[src/include/mem_access_defs.svh]
`ifndef MEM_ACCESS_DEFS_SVH
`define MEM_ACCESS_DEFS_SVH

// datapath widths
`define DATA_WIDTH 32
`define ADDR_WIDTH 32

// local data RAM, in 32-bit words
`define RAM_WORDS 256

// csr numbers used by the exception check
`define CSR_CRMD  14'h0000
`define CSR_ECFG  14'h0004
`define CSR_ESTAT 14'h0005

// csr values out of reset
`define CSR_CRMD_RST  32'h0000_0008 // DA mode with IE clear
`define CSR_ECFG_RST  32'h0000_0000
`define CSR_ESTAT_RST 32'h0000_0000

`endif

[src/hw/la_mem_pkg.sv]
`include "mem_access_defs.svh"

package la_mem_pkg;

    typedef logic [`DATA_WIDTH-1:0]   data_t;
    typedef logic [`ADDR_WIDTH-1:0]   addr_t;
    typedef logic [`DATA_WIDTH/8-1:0] strb_t;
    typedef logic [13:0]              csr_addr_t;
    typedef logic [4:0]               reg_idx_t;

    // ine has the highest priority
    typedef logic [2:0] ex_flags_t;
    localparam int FLAG_INE = 0;
    localparam int FLAG_SYS = 1;
    localparam int FLAG_BRK = 2;

    typedef enum logic [3:0] {
        LD_B     = 4'b0000,
        LD_H     = 4'b0001,
        LD_W     = 4'b0010,
        ST_B     = 4'b0100,
        ST_H     = 4'b0101,
        ST_W     = 4'b0110,
        LD_BU    = 4'b1000,
        LD_HU    = 4'b1001,
        LSU_NONE = 4'b1111  // plain alu result
    } lsu_op_e;

    typedef enum logic [2:0] {
        EXC_NONE = 3'd0,
        EXC_INT  = 3'd1,
        EXC_INE  = 3'd2,
        EXC_SYS  = 3'd3,
        EXC_BRK  = 3'd4,
        EXC_ALE  = 3'd5
    } except_e;

endpackage

[src/hw/except_judge.sv]
`timescale 1ns/10ps
`include "mem_access_defs.svh"

module except_judge (
    input  la_mem_pkg::ex_flags_t in_flags,
    input  logic                  misaligned,
    input  la_mem_pkg::data_t     csr_crmd,
    input  la_mem_pkg::data_t     csr_ecfg,
    input  la_mem_pkg::data_t     csr_estat,
    input  logic                  fwd_we,
    input  la_mem_pkg::csr_addr_t fwd_addr,
    input  la_mem_pkg::data_t     fwd_data,
    output la_mem_pkg::except_e   except
);

    la_mem_pkg::data_t crmd;
    la_mem_pkg::data_t ecfg;
    la_mem_pkg::data_t estat;
    logic              int_pend;

    // newer value from a write-back csr write wins
    assign crmd  = (fwd_we && fwd_addr == `CSR_CRMD)  ? fwd_data : csr_crmd;
    assign ecfg  = (fwd_we && fwd_addr == `CSR_ECFG)  ? fwd_data : csr_ecfg;
    assign estat = (fwd_we && fwd_addr == `CSR_ESTAT) ? fwd_data : csr_estat;

    // global IE plus any enabled pending line
    assign int_pend = crmd[2] && |(estat[12:0] & ecfg[12:0]);

    always_comb begin
        if (int_pend) begin
            except = la_mem_pkg::EXC_INT;
        end else if (in_flags[la_mem_pkg::FLAG_INE]) begin
            except = la_mem_pkg::EXC_INE;
        end else if (in_flags[la_mem_pkg::FLAG_SYS]) begin
            except = la_mem_pkg::EXC_SYS;
        end else if (in_flags[la_mem_pkg::FLAG_BRK]) begin
            except = la_mem_pkg::EXC_BRK;
        end else if (misaligned) begin
            except = la_mem_pkg::EXC_ALE;
        end else begin
            except = la_mem_pkg::EXC_NONE;
        end
    end

endmodule

[config.mk]
export PLATFORM = sky130hd
export DESIGN_NAME = except_judge
export DESIGN_NICKNAME = d
export VERILOG_FILES = /design/src/hw/la_mem_pkg.sv /design/src/hw/except_judge.sv
export VERILOG_INCLUDE_DIRS = /design/src /design/src/include
export SDC_FILE = /design/constraint.sdc
export NUM_CORES = 1
export LEC_CHECK = 0
export ABC_AREA = 1
export BUFFER_PORTS_ARGS = -buffer_cell sky130_fd_sc_hd__buf_2
export CORE_MARGIN = 1
export CORE_UTILIZATION = 23
export DETAILED_ROUTE_END_ITERATION = 10
export GPL_ROUTABILITY_DRIVEN = 0
export PLACE_DENSITY = 0.8
export SETUP_SLACK_MARGIN = 0.4
export SYNTH_ARGS = -nofsm -noshare
export SYNTH_HDL_FRONTEND = slang
export SYNTH_SLANG_ARGS = --single-unit
[constraint.sdc]
create_clock -name vclk -period 1.3
set_input_delay 0.065 -clock vclk [all_inputs]
set_output_delay 0.065 -clock vclk [all_outputs]
set_load 0.005 [all_outputs]
==> impl_metrics.toml, run 1 <==
[setup_path]
worstSetupPathType = "in -> out"
cp_max_fo = 5
crit_buf_inv = 2
path_common_cell = "nand2_1"
cp_cell_sequence = "buf_2 > or2_4 > nor2_8 > nand3_4 > nand2_1 > nand2_1 > nand2_1 > nand2_1 > nor2_1 > nand2_1 > nor2_2 > nor2_2 > nor2_1 > buf_2"
crit_family = "simple AND/OR/NAND/NOR gates"
arrival_ns = 1.58
max_stage_delay_ns = 0.28
slowest_stage = "or2_4"
required_ns = 1.24
end_kind = "primary output"
cp-start-kind = "primary input"

[yosys]
synthDistinctLibCells = 22
netlist_area_um2 = 723
synthCells = 150
syn_nets = 297
syn_avg_cell_area_um2 = 4.82
yosysSeqAreaShare_pct = 0
yosysWarnings = 0

[timing]
setup_violations = 3
finalCriticalPeriod_ns = 1.64
max-slew-margin-rel_pct = 83.0
fin_crit_sh_pct = 126
hold_viol_final = 0
tightest_slew_ns = 0.253
grt_setup_unrepaired = "true"
max_freq_mhz = 608
timing.final.ws_setup_ns = -0.344
timing.hold.ws_ns = 0.460
finalSetupTns_ns = -0.996
slew_violations = 0

[placement]
port_buffers = 62
post_dp_cell_area_um2 = 1120
post-place-cells = 257
hpwl_um = 2150
pre_cts_ws_ns = -0.430

[cells_and_area]
n_clock_buffer = 0
drive_above_1_share_pct = 43.6
syn2layout_area_growth_pct = 71.6
seqCellArea_um2 = 0
multi_input_area_um2 = 732
layout.nets = 369
stdcell_area_um2 = 1240
seq_cells = 0
fillCellCount = 322
final_cells = 262
antenna_cells = 0

[floorplanning]
die_w_um = 58.1
io_pins = 150
die-height_um = 58.1
coreArea_um2 = 2880
rows = 19
initial_core_util_pct = 25.1
die-area_um2 = 3370

[drt]
first_iter_violations = 45
wl_um = 2800
vias = 1196
vias_per_cell = 4.56
drc = 0
wl_per_cell_um = 10.7
postRouteAntennaNets = 0
dr.pass1.iters = 4

[global_route]
grt_pass1_wl_um = 4250
grt-ovfl-total = 0
antenna_found_initial = 2
grt_pass1_vias = 999
grt_max_degree = 17
track_usage_pct = 15.6

[pwr]
ir_drop_uv = 93.0
clkPwrFrac_pct = 0
power.leakage_nw = 0.737
power_frac_comb_pct = 100.0
p_per_area_nw_per_um2 = 199
swShare_pct = 50.4
pwr-share-seq_pct = 0
p_sw_uw = 124
p_int_uw = 122

[flow_run]
maxCapViolCount = 0

[status]
outcome = "finished, violations left"
violations = "negative setup slack"

[clocking]
hold_buffers = 0

[worst_hold_path]
hp-class = "in -> out"
-- cells in the mapped netlist, drive strengths merged --
cell / instances / area share (%)
nand4: 21 / 18
clkinv: 1 / 0.52
nand3b: 1 / 1.6
a21oi: 3 / 2.1
o21bai: 1 / 1.0
mux2: 1 / 1.6
o21ai: 2 / 1.4
nand2: 71 / 37
nor2: 25 / 17
inv: 11 / 5.7
clkbuf: 2 / 1.0
or2: 1 / 1.2
nand3: 5 / 7.6
buf: 5 / 4.7
-- layout make-up --
type | count | share of cell area [%]
Timing Repair Buffer | 74 | 33.2
Tap cell | 42 | 4.23
Multi-Input combinational cell | 134 | 59.0
Inverter | 12 | 3.63
-- cell families after synthesis --
group | count (synthesis) | synth area share [%]
simple gates | 124 | 82.0
compound gates | 6 | 4.50
buf+inv | 19 | 11.9
mux | 1 | 1.56
-- power by group through the flow --
stage	clock network, mW	registers, mW	logic, mW
after floorplan	0	0	0.102
after global placement	0	0	0.223
after detailed placement	0	0	0.226
after CTS	0	0	0.239
after global routing	0	0	0.279
final	0	0	0.247
-- per-stage QoR --
step                      total power, mW  utilization, %
after floorplan                     0.102               -
after global placement              0.223            38.9
after detailed placement            0.226            38.9
after CTS                           0.239            41.6
after global routing                0.279            43.1
final                               0.247            43.1
-- cell usage in the layout (no fill, tap or decap), types with 2 or more instances in the layout --
master | netlist | final
nand3_4 | 2 | 5
buf_4 | 1 | 10
nor2_2 | 4 | 4
nand3_1 | 2 | 2
a21oi_1 | 3 | 3
inv_1 | 10 | 10
nor2_4 | 0 | 4
nand2_1 | 71 | 67
buf_2 | 3 | 62
nor2_1 | 20 | 17
nand4_1 | 21 | 21
nand2_2 | 0 | 4
-- path summary, 6_finish.rpt --
| path | startpoint | end | slack (ns) | cells after the start |
|---|---|---|---|---|
| setup / recovery | fwd_addr[9] | except[2] | -0.34 | 14 |
| hold / removal | in_flags[1] | except[1] | 0.46 | 4 |
-- layer usage --
metal  share of wire (%)  global-route usage, %
met1                  45                   21.5
met2                  44                   26.8
met3                  10                   3.13
met4               0.071                      0
met5                 1.0                      0
-- timing repair --
item                                    in CTS  in global routing
setup buffers                                2                  0
pin swaps                                    5                  2
gates cloned                                 3                  0
endpoints found under the hold margin        0                  0
endpoints found under the setup margin       3                  3
resized for setup                            8                  9
No activity file was read; power rests on OpenSTA's default activity.
==> run 2, diff against run 1 <==
Settings changed: CELL_PAD_IN_SITES_DETAIL_PLACEMENT set to 1, CELL_PAD_IN_SITES_GLOBAL_PLACEMENT set to 1, CORE_ASPECT_RATIO set to 1.2, CORE_UTILIZATION 23 to 11, GPL_TIMING_DRIVEN set to 0, PLACE_DENSITY 0.8 to not set, PLACE_DENSITY_LB_ADDON set to 0.1.
==> run 2 against run 1 <==
The flow still finishes with violations (negative setup slack). Non-clock buffer count rose by 1. Final area is 11% higher. Final cell count is 17% higher. Fmax decreased by 4.2%. Count of clock-buffer cells in the layout is the same. Flip-flop and latch count unchanged. Critical path depth is 3 lower. Largest cell class unchanged. Largest power group unchanged. Highest routed layer is now met3.
==> impl_metrics.toml, run 2 (synthesized netlist as in run 1, its figures left out) <==
[global_route]
grt_pass1_wl_um = 5910
grt-ovfl-total = 0
grt_pass1_vias = 1274
grt_max_degree = 11
grt_use_met2_pct = 20.5
gr-max-usage-layer = "met2"
track_usage_pct = 10.2
use_met3_pct = 0.404
antenna_found_initial = 0
met1_usage_pct = 12.5

[cells_and_area]
drive_above_1_share_pct = 47.1
fillCellCount = 857
layout.nets = 370
multi_input_area_um2 = 778
syn2layout_area_growth_pct = 91.0
seq_cells = 0
final_cell_mix = "nand2_1, buf_2, nand4_1"
final_common_cell = "nand2_1"
antenna_cells = 0
n_clock_buffer = 0
fin_util_pct = 21.6
seqCellArea_um2 = 0

[status]
violations = "negative setup slack"
outcome = "finished, violations left"

[floorplanning]
coreArea_um2 = 6410
initial_core_util_pct = 11.3
rows = 32
io_pins = 150
die-height_um = 90.8
die_w_um = 76.0
die-area_um2 = 6900

[drt]
wl_per_cell_um = 11.9
dr.pass1.iters = 2
wl_um = 3640
postRouteAntennaNets = 0
drc = 0
vias_per_cell = 3.99
vias = 1222
first_iter_violations = 12

[timing]
timing.hold.ws_ns = 0.460
finalCriticalPeriod_ns = 1.72
fin_crit_sh_pct = 132
max-slew-margin-rel_pct = 71.9
setup_violations = 3
grt_setup_unrepaired = "true"
tightest_slew_ns = 0.421
max_freq_mhz = 583
slew_violations = 0
timing.final.ws_setup_ns = -0.416
hold_viol_final = 0

[pwr]
ir_drop_uv = 81.0
p_per_area_nw_per_um2 = 190
power.leakage_nw = 0.768

[setup_path]
required_ns = 1.24
end_kind = "primary output"
arrival_ns = 1.65
worstSetupPathType = "in -> out"
cp-start-kind = "primary input"
crit_path_end = "except[2]"
cp_max_fo = 10
cp-startpoint = "fwd_addr[8]"

[placement]
port_buffers = 61
hpwl_um = 2760

[flow_run]
maxCapViolCount = 0

[worst_hold_path]
hp-class = "in -> out"
[run 2: changes by cell type in the layout (fill, tap and decap cells not counted), sizes merged]
cell and change:
buf -2, clkbuf +3
[run 2: power breakdown]
group / total [mW] / switching (mW) / leakage [nW] / internal, mW
Combinational: 0.262 / 0.138 / 0.768 / 0.124
Clock: 0 / 0 / 0 / 0
Sequential: 0 / 0 / 0 / 0
Total: 0.262 / 0.138 / 0.768 / 0.124
[run 2: per-layer routing]
metal | up-vias | wire, um
met5 | - | 0
met4 | 0 | 0
met2 | 36 | 1880
met1 | 547 | 1650
li1 | 639 | -
met3 | 0 | 111
[run 2: worst min path at each step]
stage | from | endpoint | slack, ns | depth (start not counted)
floorplan | in_flags[1] | except[0] | 0.26 | 2
global placement | in_flags[1] | except[0] | 0.46 | 4
detailed placement | in_flags[1] | except[0] | 0.46 | 4
global route | in_flags[1] | except[0] | 0.49 | 4
finish | in_flags[1] | except[0] | 0.46 | 4
CTS | in_flags[1] | except[0] | 0.46 | 4
[run 2: worst max-delay path: stages]
cell      delay, ns
buf_2          0.09
or2_4          0.28
nor2_8         0.16
buf_4          0.14
buf_8          0.12
nand4_1        0.13
mux2_2         0.26
clkinv_1       0.08
nor2_2         0.14
nor2_1         0.06
buf_2          0.12
[run 2: final cells by class]
| cell class | count | area share [%] |
|---|---|---|
| Inverter | 12 | 3.26 |
| Buffer | 7 | 4.71 |
| Tap cell | 85 | 7.70 |
| Timing Repair Buffer | 68 | 28.0 |
| Multi-Input combinational cell | 134 | 56.3 |
[run 2: timing repair]
item / CTS / global route
gates resized for setup: 14 / 24
cloned: 4 / 0
hold buffers: 0 / 0
pin swaps: 5 / 17
hold endpoints to repair: 0 / 0
buffers inserted: 0 / 6
endpoints found under the setup margin: 3 / 3
[run 2: metrics by stage]
| step | area [um2] | setup slack [ns] | total power [mW] | instances | TNS [ns] |
|---|---|---|---|---|---|
| 2_1_floorplan | 723 | 0.00431 | 0.102 | 150 | 0 |
| 3_3_place_gp | 1130 | -0.491 | 0.227 | 296 | -1.39 |
| 3_5_place_dp | 1130 | -0.487 | 0.228 | 296 | -1.37 |
| 4_1_cts | 1220 | -0.427 | 0.243 | 300 | -1.19 |
| 5_1_grt | 1380 | -0.597 | 0.295 | 306 | -1.71 |
| 6_report | 1380 | -0.416 | 0.262 | 306 | -1.18 |
==> run 3, diff against run 2 <==
Settings changed: BUFFER_PORTS_ARGS -buffer_cell sky130_fd_sc_hd__buf_2 to not set, CORE_AREA set to 2 2 57 59, CORE_ASPECT_RATIO 1.2 to not set, CORE_MARGIN 1 to not set, CORE_UTILIZATION 11 to not set, DIE_AREA set to 0 0 59 61, DONT_BUFFER_PORTS set to 1.
==> run 3 against run 2 <==
The flow still finishes with violations (negative setup slack). Non-clock buffer count fell by 61. Power fell by 41%. Via count fell by 14%. Final cell count fell by 37%. Sequential share of layout area did not move. Flip-flop and latch count did not move. Largest cell class unchanged. Critical path type unchanged. Wire length fell by 19%. Die area fell by 48%. Hold slack got worse by 0.17 ns.
==> impl_metrics.toml, run 3 (synthesized netlist as in run 1, its figures left out) <==
[cells_and_area]
final_common_cell = "nand2_1"
seqCellArea_um2 = 0
drive_above_1_share_pct = 30.6
syn2layout_area_growth_pct = 36.2
antenna_cells = 0
n_clock_buffer = 0
stdcell_area_um2 = 985
seq_cells = 0
final_cell_mix = "nand2_1, nand4_1, nor2_1"
layout.nets = 309

[placement]
post_dp_cell_area_um2 = 764
port_buffers = 0
pre_cts_ws_ns = -0.255
hpwl_um = 2150

[setup_path]
cp-start-kind = "primary input"
worstSetupPathType = "in -> out"
end_kind = "primary output"
arrival_ns = 1.43
cp_max_fo = 6
required_ns = 1.24
cp-startpoint = "fwd_addr[9]"

[drt]
postRouteAntennaNets = 0
vias_per_cell = 5.48
wl_um = 2940
drc = 0
wl_per_cell_um = 15.2
first_iter_violations = 26
vias = 1057
dr.pass1.iters = 4

[global_route]
grt_pass1_wl_um = 4550
track_usage_pct = 16.0
grt_pass1_vias = 996
antenna_found_initial = 0
grt-ovfl-total = 0
grt_max_degree = 11

[status]
violations = "negative setup slack"
outcome = "finished, violations left"

[timing]
hold_viol_final = 0
max-slew-margin-rel_pct = 69.0
tightest_slew_ns = 0.465
finalCriticalPeriod_ns = 1.50
slew_violations = 0
fin_crit_sh_pct = 115
setup_violations = 3
max_freq_mhz = 668
timing.final.ws_setup_ns = -0.198
grt_setup_unrepaired = "true"

[pwr]
p_per_area_nw_per_um2 = 156
total_power_uw = 154
power.leakage_nw = 0.490
ir_drop_uv = 66.8

[floorplanning]
die-height_um = 61
rows = 20
die_w_um = 59
initial_core_util_pct = 24.5
die-area_um2 = 3600
io_pins = 150
coreArea_um2 = 2950

[worst_hold_path]
hp-class = "in -> out"
min-delay-start = "in_flags[1]"

[flow_run]
maxCapViolCount = 0

[clocking]
hold_buffers = 0
## run 3: what timing repair did
action	CTS	global route
gates resized for setup	25	11
pin swaps	15	10
setup endpoints to repair	3	3
setup buffers	4	3
gates cloned	3	0
## run 3: metrics by stage
step	std cells	util (%)	TNS, ns	hold WS (ns)
final	193	33.3	-0.518	0.286
after detailed placement	183	25.9	-0.708	0.293
after CTS	190	31.5	-0.579	0.291
after floorplan	150	-	0	0.260
after global routing	193	33.3	-0.913	0.294
after global placement	183	25.9	-0.558	0.290
## run 3: area by class of cell
class,count,area (um2)
fillers,412,1970
repair buffers,7,65.1
well taps,33,41.3
multi-input cells,134,769
inverters,12,45.0
plain buffers,7,63.8
## run 3: worst paths after layout
kind / endpoint / slack (ns) / depth (start not counted)
min: except[0] / 0.29 / 2
max: except[1] / -0.20 / 11
## run 3: where the power goes
group	total, mW	switching (mW)	internal [mW]
Combinational	0.154	0.0938	0.0602
Sequential	0	0	0
Clock	0	0	0
## run 3: critical path, stage by stage
cell	delay [ns]
or2_4	0.27
nor2_8	0.16
buf_4	0.14
nand3_4	0.11
a21oi_2	0.15
nor2_1	0.05
nor2_1	0.09
nand2_1	0.07
nor2_2	0.14
nor2_2	0.06
nor2_1	0.12
## run 3: per-layer routing
metal,vias up,track usage (%),wire length (um)
li1,517,-,-
met5,-,0,0
met1,483,21.5,1210
met4,0,1.30,49
met3,5,2.77,271
met2,52,28.1,1410
